==> config.mk <==
export PLATFORM = sky130hd
export DESIGN_NAME = prefetch_fifo
export DESIGN_NICKNAME = d
export VERILOG_FILES = /design/src/prefetch_fifo_pkg.sv /design/src/prefetch_fifo.sv /design/src/out_reg_fifo.sv /design/src/fifo_ctrl.sv /design/src/sdp_ram.sv
export SDC_FILE = /design/constraint.sdc
export NUM_CORES = 1
export LEC_CHECK = 0
export BUFFER_PORTS_ARGS = -buffer_cell sky130_fd_sc_hd__buf_2
export CAP_MARGIN = 20
export CELL_PAD_IN_SITES_DETAIL_PLACEMENT = 1
export CELL_PAD_IN_SITES_GLOBAL_PLACEMENT = 1
export CORE_MARGIN = 3
export CORE_UTILIZATION = 25
export CTS_BUF_LIST = sky130_fd_sc_hd__clkbuf_4 sky130_fd_sc_hd__clkbuf_8
export CTS_CLUSTER_SIZE = 20
export DETAILED_ROUTE_END_ITERATION = 6
export PLACE_DENSITY_LB_ADDON = 0.1
export SLEW_MARGIN = 0
export SYNTH_ARGS = -nofsm -noshare
export SYNTH_HDL_FRONTEND = slang
export SYNTH_SLANG_ARGS = --single-unit
==> constraint.sdc <==
create_clock -name rd_clk -period 6.4 [get_ports rd_clk]
set_input_delay 0.96 -clock rd_clk [delete_from_list [all_inputs] [get_ports rd_clk]]
set_output_delay 0.96 -clock rd_clk [all_outputs]
set_load 0.05 [all_outputs]
==> src/prefetch_fifo_pkg.sv <==
/*
  prefetch fifo shared definitions
  default widths for the top level and testbench, the RAM water-level
  type and the occupancy encoding of the two-entry output stage
*/
package prefetch_fifo_pkg;

  //////////////////////////////
  // default geometry
  //////////////////////////////

  localparam int def_depth_width = 4;   // 16 RAM words
  localparam int def_data_width  = 16;  // word width
  localparam int max_depth_width = 12;  // largest address width supported

  //////////////////////////////
  // types
  //////////////////////////////

  // count of RAM words, 0 .. 2^depth_width inclusive, so one bit
  // wider than the largest address
  typedef logic [max_depth_width:0] level_t;

  // words held or in flight in the output stage
  typedef enum logic [1:0]
  {
    occ_none = 2'd0,  // stage empty
    occ_one  = 2'd1,  // one word
    occ_two  = 2'd2   // stage full
  } stage_occ_e;

endpackage
==> src/prefetch_fifo.sv <==
/*
  prefetch (show-ahead) FIFO
  dual-port RAM with pointer controller, followed by a two-entry
  register stage; the prefetch logic keeps the next word already on
  rd_data before the reader asks for it
  capacity is 2^depth_width RAM words plus two in the output stage
*/
`timescale 1ns/10ps

module prefetch_fifo
#(
  parameter int depth_width = prefetch_fifo_pkg::def_depth_width,  // address width
  parameter int data_width  = prefetch_fifo_pkg::def_data_width,   // word width
  parameter int af_level    = (1 << depth_width) - 4,              // almost-full level
  parameter int ae_level    = 2                                    // almost-empty level
)
(
  input  logic                      rd_clk,        // fifo clock
  input  logic                      rd_rst,        // async reset, high
  input  logic [data_width-1:0]     wr_data,       // write word
  input  logic                      wr_en,         // writer pushes
  output logic                      wr_vld,        // RAM can take a word
  output logic [data_width-1:0]     rd_data,       // head word
  input  logic                      rd_en,         // reader pops
  output logic                      rd_vld,        // head word present
  output logic                      almost_full,   // RAM level flags
  output logic                      almost_empty,
  output prefetch_fifo_pkg::level_t water_level    // RAM words only
);

  logic [depth_width-1:0]        ram_waddr;    // from controller
  logic [depth_width-1:0]        ram_raddr;
  logic [data_width-1:0]         ram_rdata;    // registered RAM word
  logic                          ram_full;
  logic                          ram_empty;
  logic                          wr_strobe;    // accepted write
  logic                          pop;          // accepted read
  logic                          room;         // stage can take a word
  logic                          read_issue;   // RAM read this cycle
  logic                          load_valid;   // RAM word lands next edge
  prefetch_fifo_pkg::stage_occ_e occ_q;        // held plus in flight
  prefetch_fifo_pkg::stage_occ_e occ_nxt;

  //////////////////////////////
  // write side
  //////////////////////////////

  assign wr_vld    = ~ram_full;
  assign wr_strobe = wr_en & wr_vld;   // gate with not-full

  //////////////////////////////
  // prefetch issue
  //////////////////////////////

  assign pop        = rd_en & rd_vld;
  assign room       = (occ_q != prefetch_fifo_pkg::occ_two) | pop;  // slot frees on pop
  assign read_issue = ~ram_empty & room;

  // tracker counts words held in the stage or on the way from RAM
  always_comb
  begin
    occ_nxt = occ_q;
    case ({read_issue, pop})
      2'b10:
        case (occ_q)
          prefetch_fifo_pkg::occ_none: occ_nxt = prefetch_fifo_pkg::occ_one;
          default:                     occ_nxt = prefetch_fifo_pkg::occ_two;
        endcase
      2'b01:
        case (occ_q)
          prefetch_fifo_pkg::occ_two: occ_nxt = prefetch_fifo_pkg::occ_one;
          default:                    occ_nxt = prefetch_fifo_pkg::occ_none;
        endcase
      default: occ_nxt = occ_q;  // both or neither
    endcase
  end

  always_ff @(posedge rd_clk or posedge rd_rst)
  begin
    if (rd_rst)
    begin
      occ_q      <= prefetch_fifo_pkg::occ_none;
      load_valid <= 1'b0;
    end
    else
    begin
      occ_q      <= occ_nxt;
      load_valid <= read_issue;  // RAM data valid one cycle later
    end
  end

  //////////////////////////////
  // submodules
  //////////////////////////////

  sdp_ram #(
    .depth_width (depth_width),
    .data_width  (data_width)
  ) u_ram (
    .rd_clk  (rd_clk),
    .rd_rst  (rd_rst),
    .wr_en   (wr_strobe),
    .wr_addr (ram_waddr),
    .wr_data (wr_data),
    .rd_ce   (read_issue),
    .rd_addr (ram_raddr),
    .rd_data (ram_rdata)
  );

  fifo_ctrl #(
    .depth_width (depth_width),
    .af_level    (af_level),
    .ae_level    (ae_level)
  ) u_ctrl (
    .rd_clk       (rd_clk),
    .rd_rst       (rd_rst),
    .w_en         (wr_strobe),
    .r_en         (read_issue),
    .waddr        (ram_waddr),
    .raddr        (ram_raddr),
    .full         (ram_full),
    .empty        (ram_empty),
    .almost_full  (almost_full),
    .almost_empty (almost_empty),
    .water_level  (water_level)
  );

  out_reg_fifo #(
    .data_width (data_width)
  ) u_out (
    .rd_clk    (rd_clk),
    .rd_rst    (rd_rst),
    .in_valid  (load_valid),
    .in_data   (ram_rdata),
    .out_ready (rd_en),
    .out_data  (rd_data),
    .out_valid (rd_vld)
  );

  // tracker must cover every word held or in flight
  // an undercount lets the stage overflow or pop below empty
  a_occ_bounds : assert property (
    @(posedge rd_clk) disable iff (rd_rst)
    ((occ_q != prefetch_fifo_pkg::occ_two) |-> !(rd_vld && load_valid)) and
    ((occ_q == prefetch_fifo_pkg::occ_none) |-> !(rd_vld || load_valid))
  ) else $error("prefetch_fifo: output tracker out of range");

endmodule

==> src/out_reg_fifo.sv <==
/*
  two-entry register FIFO
  holds prefetched words at the output; the head word is always
  visible on out_data while out_valid is high
*/
`timescale 1ns/10ps

module out_reg_fifo
#(
  parameter int data_width = 16  // word width
)
(
  input  logic                  rd_clk,     // fifo clock
  input  logic                  rd_rst,     // async reset, high
  input  logic                  in_valid,   // word arriving from RAM
  input  logic [data_width-1:0] in_data,    // RAM read word
  input  logic                  out_ready,  // reader takes head
  output logic [data_width-1:0] out_data,   // head word
  output logic                  out_valid   // head word present
);

  prefetch_fifo_pkg::stage_occ_e occ_q;     // words held
  prefetch_fifo_pkg::stage_occ_e occ_nxt;
  logic [data_width-1:0]         head_q;    // word on the output
  logic [data_width-1:0]         tail_q;    // next word behind it
  logic                          pop;       // head leaves this edge
  logic                          head_free; // head can take a load
  logic                          load_head;
  logic                          load_tail;
  logic                          shift;     // tail moves to head

  assign out_valid = (occ_q != prefetch_fifo_pkg::occ_none);
  assign out_data  = head_q;
  assign pop       = out_ready & out_valid;

  assign head_free = (occ_q == prefetch_fifo_pkg::occ_none) |
                     ((occ_q == prefetch_fifo_pkg::occ_one) & pop);
  assign load_head = in_valid & head_free;
  assign load_tail = in_valid & ~head_free;
  assign shift     = pop & (occ_q == prefetch_fifo_pkg::occ_two);

  //////////////////////////////
  // occupancy
  //////////////////////////////

  always_comb
  begin
    occ_nxt = occ_q;
    case (occ_q)
      prefetch_fifo_pkg::occ_none:
        if (in_valid)
          occ_nxt = prefetch_fifo_pkg::occ_one;
      prefetch_fifo_pkg::occ_one:
        if (in_valid && !pop)
          occ_nxt = prefetch_fifo_pkg::occ_two;   // fill tail
        else if (!in_valid && pop)
          occ_nxt = prefetch_fifo_pkg::occ_none;  // drained
      default:
        if (pop && !in_valid)
          occ_nxt = prefetch_fifo_pkg::occ_one;   // tail -> head
    endcase
  end

  always_ff @(posedge rd_clk or posedge rd_rst)
  begin
    if (rd_rst)
      occ_q <= prefetch_fifo_pkg::occ_none;
    else
      occ_q <= occ_nxt;
  end

  // payload registers
  always_ff @(posedge rd_clk)
  begin
    if (load_head)
      head_q <= in_data;   // straight to the output
    else if (shift)
      head_q <= tail_q;    // next word moves up
    if (load_tail)
      tail_q <= in_data;
  end

  // prefetch tracker upstream must never overfill the stage
  a_no_overflow : assert property (
    @(posedge rd_clk) disable iff (rd_rst)
    (occ_q == prefetch_fifo_pkg::occ_two && !pop) |-> !in_valid
  ) else $error("out_reg_fifo: load while full and not popped");

endmodule

==> src/fifo_ctrl.sv <==
/*
  RAM pointer controller
  binary write and read pointers with one wrap bit give full and
  empty; a level counter tracks RAM words and drives the almost-full
  and almost-empty flags against their thresholds
*/
`timescale 1ns/10ps

module fifo_ctrl
#(
  parameter int depth_width = 4,    // address width
  parameter int af_level    = 12,   // almost full at or above this
  parameter int ae_level    = 2     // almost empty at or below this
)
(
  input  logic                      rd_clk,        // fifo clock
  input  logic                      rd_rst,        // async reset, high
  input  logic                      w_en,          // gated write strobe
  input  logic                      r_en,          // RAM read strobe
  output logic [depth_width-1:0]    waddr,         // RAM write address
  output logic [depth_width-1:0]    raddr,         // RAM read address
  output logic                      full,          // RAM holds 2^depth_width
  output logic                      empty,         // RAM holds nothing
  output logic                      almost_full,   // level >= af_level
  output logic                      almost_empty,  // level <= ae_level
  output prefetch_fifo_pkg::level_t water_level    // RAM word count
);

  localparam int ptr_width = depth_width + 1;  // address plus wrap bit

  logic [ptr_width-1:0]      wptr_q;     // write pointer
  logic [ptr_width-1:0]      rptr_q;     // read pointer
  prefetch_fifo_pkg::level_t level_q;    // current word count
  prefetch_fifo_pkg::level_t level_nxt;  // count after this edge
  logic                      af_q;       // registered flags
  logic                      ae_q;

  //////////////////////////////
  // pointers
  //////////////////////////////

  always_ff @(posedge rd_clk or posedge rd_rst)
  begin
    if (rd_rst)
    begin
      wptr_q <= '0;
      rptr_q <= '0;
    end
    else
    begin
      if (w_en)
        wptr_q <= wptr_q + 1'b1;  // wraps through the extra bit
      if (r_en)
        rptr_q <= rptr_q + 1'b1;
    end
  end

  assign waddr = wptr_q[depth_width-1:0];  // drop wrap bit
  assign raddr = rptr_q[depth_width-1:0];

  // same address, wrap bits differ -> one full lap ahead
  assign full  = (wptr_q[depth_width] != rptr_q[depth_width]) &&
                 (wptr_q[depth_width-1:0] == rptr_q[depth_width-1:0]);
  assign empty = (wptr_q == rptr_q);

  //////////////////////////////
  // water level and flags
  //////////////////////////////

  always_comb
  begin
    level_nxt = level_q;
    case ({w_en, r_en})
      2'b10:   level_nxt = level_q + 1'b1;  // write only
      2'b01:   level_nxt = level_q - 1'b1;  // read only
      default: level_nxt = level_q;         // both or neither
    endcase
  end

  // flags are registered from the next level, so they always match
  // the level shown on water_level in the same cycle
  always_ff @(posedge rd_clk or posedge rd_rst)
  begin
    if (rd_rst)
    begin
      level_q <= '0;
      af_q    <= 1'b0;
      ae_q    <= 1'b1;  // empty counts as almost empty
    end
    else
    begin
      level_q <= level_nxt;
      af_q    <= (level_nxt >= prefetch_fifo_pkg::level_t'(af_level));
      ae_q    <= (level_nxt <= prefetch_fifo_pkg::level_t'(ae_level));
    end
  end

  assign water_level  = level_q;
  assign almost_full  = af_q;
  assign almost_empty = ae_q;

  //////////////////////////////
  // checks
  //////////////////////////////

  // the top must gate writes with full
  a_no_write_full : assert property (
    @(posedge rd_clk) disable iff (rd_rst)
    w_en |-> !full
  ) else $error("fifo_ctrl: write strobe while full");

  // the prefetch logic must gate reads with empty
  a_no_read_empty : assert property (
    @(posedge rd_clk) disable iff (rd_rst)
    r_en |-> !empty
  ) else $error("fifo_ctrl: read strobe while empty");

endmodule

==> src/sdp_ram.sv <==
/*
  simple dual-port RAM
  synchronous write port, synchronous read port with its own clock
  enable; read data updates only on an enabled read and is cleared
  by reset
*/
`timescale 1ns/10ps

module sdp_ram
#(
  parameter int depth_width = 4,   // address width
  parameter int data_width  = 16   // word width
)
(
  input  logic                   rd_clk,   // single clock for both ports
  input  logic                   rd_rst,   // clears read register only
  input  logic                   wr_en,    // write strobe
  input  logic [depth_width-1:0] wr_addr,  // write address
  input  logic [data_width-1:0]  wr_data,  // write word
  input  logic                   rd_ce,    // read clock enable
  input  logic [depth_width-1:0] rd_addr,  // read address
  output logic [data_width-1:0]  rd_data   // registered read word
);

  localparam int depth = 1 << depth_width;  // number of words

  logic [data_width-1:0] mem [0:depth-1];   // storage array

  //////////////////////////////
  // write port
  //////////////////////////////

  always_ff @(posedge rd_clk)
  begin
    if (wr_en)
      mem[wr_addr] <= wr_data;  // plain synchronous write
  end

  //////////////////////////////
  // read port
  //////////////////////////////

  // a write and a read to the same address in one cycle return the
  // old word; the controller never reads a slot written that cycle
  always_ff @(posedge rd_clk or posedge rd_rst)
  begin
    if (rd_rst)
      rd_data <= '0;              // known value after reset
    else if (rd_ce)
      rd_data <= mem[rd_addr];    // hold otherwise
  end

endmodule

==> flow_summary.ini <==
[power]
p_per_area_mw_per_mm2 = 526
p_total_mw = 8.32
p_leak_nw = 5.29
ir_worst_vdd_v = 0.000206

[critical_path]
critical_path_required_ns = 6.90
cp.depth = 15
path_class = reg -> reg
critPathMaxStageDelay_ns = 0.64
r2r-end = u_ctrl.almost_full
r2r_slack_ns = 1.71
worstRegToRegCells = 15
critPathCaptureType = flip-flop
start_kind = flip-flop
crit_buf_inv = 2
r2r-start = u_ctrl.rptr_q[0]
path_cells = xor2_1 > nor4_1 > nand2b_1 > and2_1 > inv_2 > ha_1 > inv_1 > fa_1 > nand2b_1 > a211oi_2 > o32ai_2 > o21ai_1 > o311ai_2 > xor2_2 > or4_1
path_common_cell = nand2b_1
crit_arrival_ns = 5.19
crit_path_end = u_ctrl.almost_full
critPathLaunch = u_ctrl.rptr_q[0]
critPathTopFamily = simple AND/OR/NAND/NOR gates
slowest_stage = dfrtp_4
crit_fanout = 18

[grt]
gr-total-overflow = 0
grt_pass1_wl_um = 50500
antenna_found_initial = 4
grt_max_degree = 68
grt_usage = 0.123
grt_pass1_vias = 7434

[sta]
relSlewSlack = 0.357
final.setup.tns_ns = 0
slew_violations = 0
hold_viol = 0
setup_slack_ns = 1.71
min_period_over_period = 0.733
min_period_ns = 4.69
fin_skew_ns = 0.0326
max_freq_mhz = 213
setup_viol_count_final = 0
rsz0062_at_grt = false
worstMarginPinSlew_ns = 0.959

[placement]
dpl.hpwl_um = 20100
pre_cts_ws_ns = 1.65
io_buffers = 52
gp_congestion = 0.714

[synth]
synth_fa_ha_area_frac = 0.0200
synth.most_common_cell = edfxtp_1
synth_edf_count = 288
yosysSeqAreaShare = 0.725
synth_cell_types = 58
ys.flop_type = edfxtp_1
avgSynthCellArea_um2 = 20.0
synth.cell_area_mm2 = 0.0135
yosys-mux-area-fraction = 0.161
synthTopCellsByCount = edfxtp_1, mux4_2, dfrtp_1
syn-num-nets = 718
yosys.area.top_type_share = 0.640
synthXorXnorAreaFrac = 0.0155
synth_top_family_by_area = multiplexers
synthCells = 677
async_flop_share = 0.138
synth_area_leader_cell = edfxtp_1
synth_compound_area_frac = 0.0318
ys_seq_elements = 334
synth_simple_gate_area_share = 0.0296
synth_area_leaders = edfxtp_1, mux4_2, dfrtp_1, mux2_2, ha_1
yosys_warnings = 0

[clock_network]
clk_path_buf_depth = 3
cts-root-buf = clkbuf_8
cts-resized-gates = 0
cts.clk_slew.worst_paths_ns = 0.06
clk_latency_ns = 0.65
cts_sinks = 334
cts-htree-levels = 2
cts_tree = done
numCtsBuffers = 58
hold_buffers = 0
post_cts_buffers = 0

[routing]
wirelength_um = 34400
first_pass_iters = 4
via_per_inst = 4.44
drt-initial-drc-count = 499
num_vias = 6693
drc = 0
ant_nets = 0
route.detailed.wl_per_inst_um = 22.8

[final_layout]
seqCellArea_mm2 = 0.00981
drive_above_1_share = 0.366
nets = 816
area_delta_synth_final_pct = 17.0
fill_cells = 5380
multiInputGateArea_mm2 = 0.00359

[floorplanning]
pin_count = 53
dieArea_mm2 = 0.0569
die_x_um = 239
num_rows = 84
core_mm2 = 0.0531
die_h_um = 239
start_util = 0.255

[worst_hold_path]
hp-class = reg -> reg

[status]
status = finished, final reports clean

[run]
maxCapViolations = 0
-- power breakdown --
part | total, mW | internal [mW] | switching (mW)
logic | 3.31 | 1.33 | 1.98
registers | 3.14 | 2.89 | 0.250
clock network | 1.88 | 0.992 | 0.889
-- flip-flops by register name (all words and copies together), names as in the netlist --
name                 count
u_out.tail_q            16
u_ctrl.almost_full       1
u_ctrl.water_level      13
u_out.out_data          16
u_out.occ_q              2
u_ram.rd_data           16
u_ctrl.wptr_q            5
u_ctrl.rptr_q            5
u_ram.mem              256
load_valid               1
u_ctrl.almost_empty      1
occ_q                    2
-- how the worst min path moves through the flow --
stage,to,start,cells past startpoint
5_1_grt,u_ctrl.rptr_q[3],rd_rst,3
3_5_place_dp,u_out.tail_q[5],u_ram.rd_data[5],0
3_3_place_gp,u_out.tail_q[12],u_ram.rd_data[12],0
6_report,u_out.tail_q[5],u_ram.rd_data[5],0
4_1_cts,u_out.occ_q[0],rd_rst,3
2_1_floorplan,u_out.tail_q[0],u_ram.rd_data[0],0
-- metal layers --
metal / routed length, um / GRT usage
met5: 13 / 0
met4: 737 / 0.0361
met3: 1900 / 0.0331
met2: 16300 / 0.197
met1: 15500 / 0.165
-- cell families (layout without fill, tap and decap cells) --
| group | count (synthesis) | count (layout) |
|---|---|---|
| DFF | 334 | 334 |
| muxes | 113 | 113 |
| and+or+nand+nor | 85 | 85 |
| AOI/OAI and AO/OA | 57 | 57 |
| buffers and inverters | 44 | 185 |
| xor gates and xnor gates | 23 | 23 |
| adders and majority gates | 21 | 21 |
| other | 0 | 1 |
-- cells in the final DEF, fill, tap and decap left out, types with 18 or more instances in the layout --
| master | n |
|---|---|
| clkbuf_8 | 59 |
| nand2_1 | 33 |
| buf_2 | 52 |
| dfrtp_1 | 43 |
| edfxtp_1 | 288 |
| mux2_2 | 32 |
| ha_1 | 20 |
| clkinv_1 | 18 |
| mux4_2 | 80 |
-- final cells by class --
class                      count  area share
antenna                        1    0.000158
timing repair buffer          66      0.0256
tap                          688      0.0544
multi-input combinational    299       0.227
inverter                      16     0.00380
sequential                   334       0.620
clock inverter                35      0.0138
clock buffer                  68      0.0556
-- through the flow --
stage          utilization  std cells  hold slack [ns]  cell area [um2]
6_report             0.298       1507            0.473            15800
5_1_grt              0.298       1506            0.496            15800
4_1_cts              0.297       1505            0.461            15800
3_5_place_dp         0.277       1402            0.461            14700
3_3_place_gp         0.276       1401            0.459            14700
2_1_floorplan            -        677            0.437            13500
Note: power is estimated with default switching activity, not from simulation.
